### src/radio_cfg.svh
/*
 * Radio control core configuration
 * Settings-bus register addresses, the radio number reported in
 * readback and the CHDR packet-type codes.
 */
`ifndef RADIO_CFG_SVH
`define RADIO_CFG_SVH

////////////////////////////////////////////////////////////////////////////
// Settings-bus register addresses
////////////////////////////////////////////////////////////////////////////

// Any write here fires a one-cycle DAC sync pulse
`define RADIO_SR_DACSYNC    8'd5
`define RADIO_SR_TEST       8'd7
`define RADIO_SR_MISC_OUTS  8'd24
`define RADIO_SR_READBACK   8'd127
`define RADIO_SR_LEDS       8'd195

// Radio number shown on readback select 2
`define RADIO_NUM           32'd0

////////////////////////////////////////////////////////////////////////////
// CHDR packet types, header bits 63:62
////////////////////////////////////////////////////////////////////////////

`define CHDR_TYPE_DATA      2'd0
`define CHDR_TYPE_FC        2'd1
`define CHDR_TYPE_CMD       2'd2
`define CHDR_TYPE_RESP      2'd3

`endif

### src/chdr_pkg.sv
/*
 * CHDR stream types
 * One 64-bit stream word with its last flag, and the packet types
 * carried in the top two header bits.
 */
`include "radio_cfg.svh"

package chdr_pkg;

   // One stream word, valid and ready travel beside it
   typedef struct packed {
      logic [63:0] data;
      logic        last;
   } chdr_beat_t;

   // Packet type from header bits 63:62
   typedef enum logic [1:0] {
      CHDR_DATA = `CHDR_TYPE_DATA,
      CHDR_FC   = `CHDR_TYPE_FC,
      CHDR_CMD  = `CHDR_TYPE_CMD,
      CHDR_RESP = `CHDR_TYPE_RESP
   } chdr_type_t;

endpackage

### src/radio_regs_pkg.sv
/*
 * Settings bus and readback types
 * A single settings-bus write and the readback selector codes.
 */
package radio_regs_pkg;

   // One settings-bus write, strobe high for a single cycle
   typedef struct packed {
      logic        stb;
      logic [7:0]  addr;
      logic [31:0] data;
   } set_bus_t;

   // Readback selector, unlisted codes read as zero
   typedef enum logic [2:0] {
      RB_TEST_MISC = 3'd0,
      RB_INS_LEDS  = 3'd1,
      RB_RADIO_NUM = 3'd2
   } rb_sel_t;

endpackage

### src/chdr_demux.sv
`timescale 1ns/1ps
/*
 * CHDR packet demux
 * Steers each input packet by its header type: data to the TX port,
 * commands to the control processor, flow control and responses dropped.
 * Routing is combinational, the type is held for the whole packet.
 */
module chdr_demux (
   input  logic                 bus_clk,
   input  logic                 bus_rst,
   input  chdr_pkg::chdr_beat_t i_in,
   input  logic                 i_in_valid,
   output logic                 o_in_ready,
   output chdr_pkg::chdr_beat_t o_tx,
   output logic                 o_tx_valid,
   input  logic                 i_tx_ready,
   output chdr_pkg::chdr_beat_t o_cmd,
   output logic                 o_cmd_valid,
   input  logic                 i_cmd_ready
);

   logic                 first_q;
   chdr_pkg::chdr_type_t dest_q;
   chdr_pkg::chdr_type_t cur_type;
   logic                 route_ready;
   logic                 in_xfer;

   // Header word steers itself, the rest follow the stored type
   assign cur_type = first_q ? chdr_pkg::chdr_type_t'(i_in.data[63:62]) : dest_q;

   assign o_tx        = i_in;
   assign o_tx_valid  = i_in_valid && (cur_type == chdr_pkg::CHDR_DATA);
   assign o_cmd       = i_in;
   assign o_cmd_valid = i_in_valid && (cur_type == chdr_pkg::CHDR_CMD);

   // FC and response packets drain with ready held high
   always_comb begin
      case (cur_type)
         chdr_pkg::CHDR_DATA: route_ready = i_tx_ready;
         chdr_pkg::CHDR_CMD:  route_ready = i_cmd_ready;
         default:             route_ready = 1'b1;
      endcase
   end

   assign o_in_ready = !i_in_valid || route_ready;
   assign in_xfer    = i_in_valid && o_in_ready;

   // Packet boundary tracking
   always_ff @(posedge bus_clk) begin
      if (bus_rst) begin
         first_q <= 1'b1;
         dest_q  <= chdr_pkg::CHDR_DATA;
      end else if (in_xfer) begin
         first_q <= i_in.last;
         if (first_q) begin
            dest_q <= cur_type;
         end
      end
   end

endmodule

### src/radio_ctrl_proc.sv
`timescale 1ns/1ps
/*
 * Radio control processor
 * Turns each command packet into one settings-bus write, then returns
 * a two-word response carrying the readback value sampled with the write.
 * One command is handled at a time.
 */
module radio_ctrl_proc (
   input  logic                     bus_clk,
   input  logic                     bus_rst,
   input  chdr_pkg::chdr_beat_t     i_cmd,
   input  logic                     i_cmd_valid,
   output logic                     o_cmd_ready,
   output radio_regs_pkg::set_bus_t o_set,
   input  logic [63:0]              i_rb_data,
   output chdr_pkg::chdr_beat_t     o_resp,
   output logic                     o_resp_valid,
   input  logic                     i_resp_ready
);

   typedef enum logic [2:0] {
      S_HDR,
      S_PAYLOAD,
      S_DRAIN,
      S_WRITE,
      S_RESP_HDR,
      S_RESP_DATA
   } state_t;

   state_t      state_q;
   logic        cmd_xfer;
   logic        resp_xfer;
   logic [11:0] seq_q;
   logic [31:0] sid_q;
   logic [7:0]  addr_q;
   logic [31:0] data_q;
   logic [63:0] rb_q;
   logic [63:0] resp_hdr;

   assign o_cmd_ready = (state_q == S_HDR) || (state_q == S_PAYLOAD) || (state_q == S_DRAIN);
   assign cmd_xfer    = i_cmd_valid && o_cmd_ready;
   assign resp_xfer   = o_resp_valid && i_resp_ready;

   ////////////////////////////////////////////////////////////////////////////
   // Command FSM
   ////////////////////////////////////////////////////////////////////////////

   always_ff @(posedge bus_clk) begin
      if (bus_rst) begin
         state_q <= S_HDR;
      end else begin
         case (state_q)
            // Header-only packets are dropped here
            S_HDR:       if (cmd_xfer && !i_cmd.last) state_q <= S_PAYLOAD;
            S_PAYLOAD:   if (cmd_xfer) state_q <= i_cmd.last ? S_WRITE : S_DRAIN;
            S_DRAIN:     if (cmd_xfer && i_cmd.last) state_q <= S_WRITE;
            S_WRITE:     state_q <= S_RESP_HDR;
            S_RESP_HDR:  if (resp_xfer) state_q <= S_RESP_DATA;
            S_RESP_DATA: if (resp_xfer) state_q <= S_HDR;
            default:     state_q <= S_HDR;
         endcase
      end
   end

   // Packet fields and readback snapshot
   always_ff @(posedge bus_clk) begin
      if (cmd_xfer && (state_q == S_HDR)) begin
         seq_q <= i_cmd.data[59:48];
         sid_q <= i_cmd.data[31:0];
      end
      if (cmd_xfer && (state_q == S_PAYLOAD)) begin
         addr_q <= i_cmd.data[39:32];
         data_q <= i_cmd.data[31:0];
      end
      // Bank still shows the value from before this write
      if (state_q == S_WRITE) begin
         rb_q <= i_rb_data;
      end
   end

   assign o_set.stb  = (state_q == S_WRITE);
   assign o_set.addr = addr_q;
   assign o_set.data = data_q;

   ////////////////////////////////////////////////////////////////////////////
   // Response words
   ////////////////////////////////////////////////////////////////////////////

   // Stream ID halves swapped so the reply goes back to the sender
   assign resp_hdr = {chdr_pkg::CHDR_RESP, 2'b00, seq_q, 16'd0, sid_q[15:0], sid_q[31:16]};

   assign o_resp_valid = (state_q == S_RESP_HDR) || (state_q == S_RESP_DATA);
   assign o_resp.data  = (state_q == S_RESP_DATA) ? rb_q : resp_hdr;
   assign o_resp.last  = (state_q == S_RESP_DATA);

endmodule

### src/radio_settings.sv
`timescale 1ns/1ps
/*
 * Radio register bank
 * Test, misc-outputs, LED and readback-select registers on the settings
 * bus, the DAC sync pulse, and the 64-bit readback mux.
 */
`include "radio_cfg.svh"

module radio_settings (
   input  logic                     bus_clk,
   input  logic                     bus_rst,
   input  radio_regs_pkg::set_bus_t i_set,
   input  logic [31:0]              i_misc_ins,
   output logic [63:0]              o_rb_data,
   output logic [31:0]              o_misc_outs,
   output logic [2:0]               o_leds,
   output logic                     o_sync_dacs
);

   logic [31:0]             test_q;
   logic [31:0]             misc_q;
   logic [2:0]              leds_q;
   radio_regs_pkg::rb_sel_t rb_sel_q;
   logic                    sync_q;

   ////////////////////////////////////////////////////////////////////////////
   // Address decode
   ////////////////////////////////////////////////////////////////////////////

   always_ff @(posedge bus_clk) begin
      if (bus_rst) begin
         test_q   <= 32'd0;
         misc_q   <= 32'd0;
         leds_q   <= 3'd0;
         rb_sel_q <= radio_regs_pkg::RB_TEST_MISC;
         sync_q   <= 1'b0;
      end else begin
         // Data is ignored, the write itself is the event
         sync_q <= i_set.stb && (i_set.addr == `RADIO_SR_DACSYNC);
         if (i_set.stb) begin
            case (i_set.addr)
               `RADIO_SR_TEST:      test_q   <= i_set.data;
               `RADIO_SR_MISC_OUTS: misc_q   <= i_set.data;
               `RADIO_SR_LEDS:      leds_q   <= i_set.data[2:0];
               `RADIO_SR_READBACK:  rb_sel_q <= radio_regs_pkg::rb_sel_t'(i_set.data[2:0]);
               default:             ;
            endcase
         end
      end
   end

   assign o_misc_outs = misc_q;
   assign o_leds      = leds_q;
   assign o_sync_dacs = sync_q;

   // Readback mux
   always_comb begin
      case (rb_sel_q)
         radio_regs_pkg::RB_TEST_MISC: o_rb_data = {test_q, misc_q};
         radio_regs_pkg::RB_INS_LEDS:  o_rb_data = {i_misc_ins, 29'd0, leds_q};
         radio_regs_pkg::RB_RADIO_NUM: o_rb_data = {32'd0, `RADIO_NUM};
         default:                      o_rb_data = 64'd0;
      endcase
   end

endmodule

### src/radio_core.sv
`timescale 1ns/1ps
/*
 * Radio control core, top level
 * Input packets are split by the demux; commands go through the control
 * processor to the register bank, and responses come back out.
 */
module radio_core (
   input  logic                 bus_clk,
   input  logic                 bus_rst,
   input  chdr_pkg::chdr_beat_t i_in,
   input  logic                 i_in_valid,
   output logic                 o_in_ready,
   output chdr_pkg::chdr_beat_t o_tx,
   output logic                 o_tx_valid,
   input  logic                 i_tx_ready,
   output chdr_pkg::chdr_beat_t o_resp,
   output logic                 o_resp_valid,
   input  logic                 i_resp_ready,
   input  logic [31:0]          i_misc_ins,
   output logic [31:0]          o_misc_outs,
   output logic [2:0]           o_leds,
   output logic                 o_sync_dacs
);

   chdr_pkg::chdr_beat_t     cmd;
   logic                     cmd_valid;
   logic                     cmd_ready;
   radio_regs_pkg::set_bus_t set_bus;
   logic [63:0]              rb_data;

   chdr_demux u_demux (
      .bus_clk(bus_clk), .bus_rst(bus_rst),
      .i_in(i_in), .i_in_valid(i_in_valid), .o_in_ready(o_in_ready),
      .o_tx(o_tx), .o_tx_valid(o_tx_valid), .i_tx_ready(i_tx_ready),
      .o_cmd(cmd), .o_cmd_valid(cmd_valid), .i_cmd_ready(cmd_ready));

   radio_ctrl_proc u_ctrl (
      .bus_clk(bus_clk), .bus_rst(bus_rst),
      .i_cmd(cmd), .i_cmd_valid(cmd_valid), .o_cmd_ready(cmd_ready),
      .o_set(set_bus), .i_rb_data(rb_data),
      .o_resp(o_resp), .o_resp_valid(o_resp_valid), .i_resp_ready(i_resp_ready));

   radio_settings u_settings (
      .bus_clk(bus_clk), .bus_rst(bus_rst),
      .i_set(set_bus), .i_misc_ins(i_misc_ins), .o_rb_data(rb_data),
      .o_misc_outs(o_misc_outs), .o_leds(o_leds), .o_sync_dacs(o_sync_dacs));

endmodule

### config.mk
export PLATFORM = sky130hd
export DESIGN_NAME = radio_core
export DESIGN_NICKNAME = d
export VERILOG_FILES = /design/src/chdr_pkg.sv /design/src/radio_regs_pkg.sv /design/src/chdr_demux.sv /design/src/radio_ctrl_proc.sv /design/src/radio_settings.sv /design/src/radio_core.sv
export VERILOG_INCLUDE_DIRS = /design/src
export SDC_FILE = /design/constraint.sdc
export NUM_CORES = 1
export LEC_CHECK = 0
export ABC_CLOCK_PERIOD_IN_PS = 15200
export BUFFER_PORTS_ARGS = -buffer_cell sky130_fd_sc_hd__buf_2
export CORE_ASPECT_RATIO = 0.8
export CORE_MARGIN = 2
export CORE_UTILIZATION = 35
export DETAILED_ROUTE_END_ITERATION = 6
export SETUP_SLACK_MARGIN = 0.05
export SYNTH_ARGS = -nofsm -noshare
export SYNTH_HDL_FRONTEND = slang
export SYNTH_SLANG_ARGS = --single-unit
### constraint.sdc
create_clock -name bus_clk -period 15.2 [get_ports bus_clk]
set_input_delay 1.52 -clock bus_clk [delete_from_list [all_inputs] [get_ports bus_clk]]
set_output_delay 1.52 -clock bus_clk [all_outputs]
set_load 0.01 [all_outputs]
After elaboration in Yosys (flattened, before gate mapping)
Index checks and enable logic that the tools add are counted.

Eq/ne operators: 17. Muxes and demuxes: 11. Reductions and logical operators: 25.

Operators by type and width (count): 64-bit case mux with 2 select lines (1); 64-bit two-way mux (1); 3-bit case mux with 6 select lines (1); 8-bit by 3-bit equality test with 1-bit output, second input constant (2); 3-bit two-way mux (5); 1-bit logical AND (10); 2-bit AND reduction (5); 8-bit by 5-bit equality test with 1-bit output, second input constant (1); 8-bit by 7-bit equality test with 1-bit output, second input constant (1); 8-bit equality test, second input constant (1); 3-bit by 1-bit equality test with 1-bit output, second input constant (2); 3-bit by 2-bit equality test with 1-bit output, second input constant (2); 3-bit equality test, second input constant (2); 3-bit logical NOT (2); 2-bit by 1-bit inequality test with 1-bit output, second input constant (3); 5-bit AND reduction (1); 1-bit logical OR (4); 2-bit inequality test, second input constant (2); 2-bit equality test, second input constant (1); 1-bit logical NOT (2); 2-bit logical NOT (1); 2-bit two-way mux (1); 1-bit case mux with 2 select lines (1); 1-bit two-way mux (1).

Flip-flop bits (word level): 225. Bits of input ports: 102.

Depth between registers and ports, before layout
Word-level depth: 7. Depth in mapped cells: 6. Gate-level depth less buffers: 5.

Hierarchy
Synthesis repeated with hierarchy kept, for this count alone.

Cells, all modules: 767. Area total of the unflattened synthesis: 10231.1 um^2.

Modules (own cells, without submodules): radio_ctrl_proc (instances 1, cells an instance 247, area each 5470.2 um^2); radio_settings (instances 1, cells an instance 357, area each 3524.6 um^2); chdr_demux (instances 1, cells an instance 163, area each 1236.2 um^2).

Worst setup path before layout
OpenSTA, ideal clock, no wires.

Path kind: input-to-reg. From: in i_in[63] (netlist bit). To: reg u_ctrl.seq_q[0], enable pin. Library setup time: 555 ps. Arrival: 6142 ps. Data required time: 14645 ps. Path slack: 8503 ps. Cell stages on the path: 3. Cell sequence: mux2i_1 nand4_1 nor4_1.

Cells in the longest elaborated chain, start to end: 5.

Ends and longest elaborated chain: start, declared (line radio_core.sv:10) `input chdr_pkg::chdr_beat_t i_in,`; 2-bit two-way mux (line chdr_demux.sv:29) `assign cur_type = first_q ? chdr_pkg::chdr_type_t'(i_in.data[63:62]) : dest_q;`; 2-bit equality test (line chdr_demux.sv:34) `assign o_cmd_valid = i_in_valid && (cur_type == chdr_pkg::CHDR_CMD);`; 1-bit logical AND (line chdr_demux.sv:34); 1-bit logical AND (line radio_ctrl_proc.sv:41) `assign cmd_xfer = i_cmd_valid && o_cmd_ready;`; 1-bit logical AND (line radio_ctrl_proc.sv:67) `if (cmd_xfer && (state_q == S_HDR)) begin`; end signal, assigned (line radio_ctrl_proc.sv:68) `seq_q <= i_cmd.data[59:48];`; end, declared (line radio_ctrl_proc.sv:33) `logic [11:0] seq_q;`.

Every way passes these cells. A chain may end at the register's enable or synchronous reset.

==> results.md <==
- Detailed-route wire length per cell: about 18 um
- Critical path's largest stage delay: roughly 0.94 ns
- Fin. Hold Viols: 0
- Tot Pwr: between 0.001 and 0.0015 W
- Power Dens Cells: 119.4 nW/um^2
- Crit Path Category: reg -> out
- Skew-Pair Late Insertion Delay: between 0.5 and 0.6 ns
- Leak: roughly 4.6 nW
- DRT antenna net count: 0
- Total grt overflow: 0
- Status: finished, final reports clean
- Synth Area per Inst: about 13 sq um
- Slowest CP cell: and3b_4
- Worst EP required: ~14 ns
- Fin crit period: roughly 4.2 ns
- Peak Freq: ~240 MHz
- Slew HR: 0.1928
- Async set or reset register ratio after synthesis: 0
- Clk sink count: 225
- Gate Count Post-Synth: 692
- Clock power share: 0.467
- Synth top area cells: edfxtp_1, dfxtp_1, mux2_2
- CTS tree: done
- Via Count: a little under 6000
- Die Y: 149.1 um
- Layout area overhead: 21.77%
- Final instance area: 11220 sq um
- Final non-filler cell total: around 1300
- R2R Setup Slk: between 10 and 15 ns
- Largest net degree at the start of global routing: 81
- Yosys warning total: 0
- #FFs+latches synth: between 200 and 250
- Crit start category: flop
- Vias in the first global route: 5463
- Combinational share of power: 0.040
- GRT Total Usage: 0.1572
- Internal: ~0.0011 W
- Worst Skew: about 0.021 ns
- First-pass GRT wire length: 32550 um
- Placed cells: approximately 1200
- GP Congestion: 0.7473
- Maximum vdd drop: ~0.000093 V
- RSZ-0062 raised after global routing: false
- Crit path DAT: between 2 and 3 ns
- Root Buffer Master: clkbuf_16
- # Post-CTS Setup Buffers: 0
- Final #Nets: between 900 and 1000
- HPWL after DPL: between 15000 and 20000 um
- Buffer depth of the longest clock path: 3
- DIE AREA: around 28000 sq um
- Die width: between 150 and 200 um
- Sw Share: 0.2091
- Synth Cell Area: 9213 sq um
- Share of cells above drive strength 1: 0.4190
- First DRT Iteration DRCs: between 200 and 250
- CP cell instances: and3b_4 -> mux2_2 -> buf_2
- CTS buffer count: 26
- Drt pass-1 iters: 4
- Synth cell types: 44
- Cts hold-fix bufs: 0
- Avg Vias per Cell: about 4.6
- Worst setup EP type: output pin
- Drc violations: 0
- Slew @ Worst Pin: ~1.2 ns
- Antenna violations before repair: 0
- Sequential Power Share: 0.493
- Initial core utilization: 0.3535
- Mapped Nets: a little under 800
- Total Wirelength: between 20000 and 25000 um
- I/O pins: 271
- Register area share after synthesis: 0.6497
- Area leader, netlist: edfxtp_1
- DP Area: a little over 10000 sq um
- Max-Cap Viols: 0
- Setup TNS: 0 ns
- Share of the synthesized area in the top cell type: 0.4824
- Critical Path Fanout Max: 65
- P_sw: around 0.00028 W
- Hold Crit Class: reg -> reg
- Slew Limit Fails: 0
- Commonest non-fill, non-tap cell in the layout: buf_2
- Number of synthesized flops with an enable pin: between 100 and 150
- CTS-repair resized insts: 0
- H-tree Lvls: 1
- Final core utilization: 0.4305
- Ys flop type: edfxtp_1
- Endpoints failing setup: 0
- Commonest non-fill, non-tap cells in the layout: buf_2, edfxtp_1, dfxtp_1, nand2_1
- Clk slew on worst S/H paths: about 0.060 ns
- Std-Cell Rows: 53
- # port buffers: 250
- Core area: between 20000 and 30000 sq um
- Final period utilization: 0.2757
==> registers in the layout, indices dropped and copies added, names as in the netlist <==
name,cells
u_ctrl.rb_q,64
u_ctrl.data_q,32
u_ctrl.sid_q,32
u_settings.o_misc_outs,32
u_settings.test_q,32
u_ctrl.seq_q,12
u_ctrl.addr_q,8
u_ctrl.state_q,3
u_settings.o_leds,3
u_settings.rb_sel_q,3
u_demux.dest_q,2
u_demux.first_q,1
u_settings.o_sync_dacs,1
==> final timing paths <==
path / startpoint / endpoint / cells after the start
min: u_settings.test_q[27]$_SDFFE_PP0P_ / u_settings.test_q[27]$_SDFFE_PP0P_ / 2
min reg2reg: u_settings.test_q[27]$_SDFFE_PP0P_ / u_settings.test_q[27]$_SDFFE_PP0P_ / 2
max reg2reg: u_ctrl.state_q[2]$_SDFFE_PP0P_ / u_settings.o_misc_outs[28]$_SDFFE_PP0P_ / 6
max: u_ctrl.state_q[0]$_SDFFE_PP0P_ / o_resp[30] / 3
==> cell usage after synthesis, types with 2 or more instances <==
library cell,number
a21oi_1,26
a21oi_2,10
a22o_1,36
and2_1,48
buf_1,3
buf_2,11
buf_4,65
buf_6,3
clkbuf_1,21
dfxtp_1,77
edfxtp_1,148
inv_1,2
mux2_2,45
mux2i_1,41
nand2_1,57
nand2_2,10
nand2b_1,3
nand3_1,4
nand4_1,2
nor2_1,48
nor2b_1,4
nor3b_1,2
nor4_1,3
o21ai_0,2
xor2_1,2
==> logic make-up (layout without fill, tap and decap cells) <==
| logic type | count (synthesis) | count (layout) | share of synthesized area |
|---|---|---|---|
| DFF | 225 | 225 | 0.6497 |
| and+or+nand+nor | 193 | 193 | 0.1107 |
| buffers and inverters | 105 | 308 | 0.07320 |
| muxes | 86 | 86 | 0.09955 |
| AOI/OAI and AO/OA | 81 | 81 | 0.06492 |
| xor gates and xnor gates | 2 | 2 | 0.001902 |
| other | 0 | 1 | 0 |
==> critical path, delay by kind of cell (launching register included) <==
family	cells	cell delay (ns)
simple gates	1	0.94
flops	1	0.61
mux	1	0.43
buf+inv	1	0.15
==> area by class of cell <==
class / count / area (sq um)
antenna: 1 / 2.502
clock buffer: 38 / 755.7
clock inverter: 10 / 125.1
fill: 2460 / 14840
inverter: 2 / 8.758
multi-input combinational: 362 / 2580
sequential: 225 / 5986
tap: 357 / 446.7
timing repair buffer: 258 / 1314
==> power by group through the flow <==
stage          Combinational [W]  Clock, W  Sequential, W
6_report               0.0000531  0.000626       0.000661
5_1_grt                0.0000581  0.000669       0.000661
4_1_cts                0.0000540  0.000644       0.000661
3_5_place_dp           0.0000537         0       0.000674
3_3_place_gp           0.0000531         0       0.000674
2_1_floorplan          0.0000358         0       0.000673
==> metal layers <==
layer,GRT usage,routed length (um)
met1,0.2474,11720
met2,0.2213,9011
met3,0.03027,1506
met4,0.03413,358
met5,0,0
==> stage by stage <==
stage / hold slack [ns] / setup WS (ns)
floorplan: 0.4366 / 8.504
global placement: 0.4481 / 11.30
detailed placement: 0.4542 / 11.27
CTS: 0.4624 / 10.95
global route: 0.4839 / 10.86
finish: 0.4592 / 11.01
No activity file was read; power rests on OpenSTA's default activity.
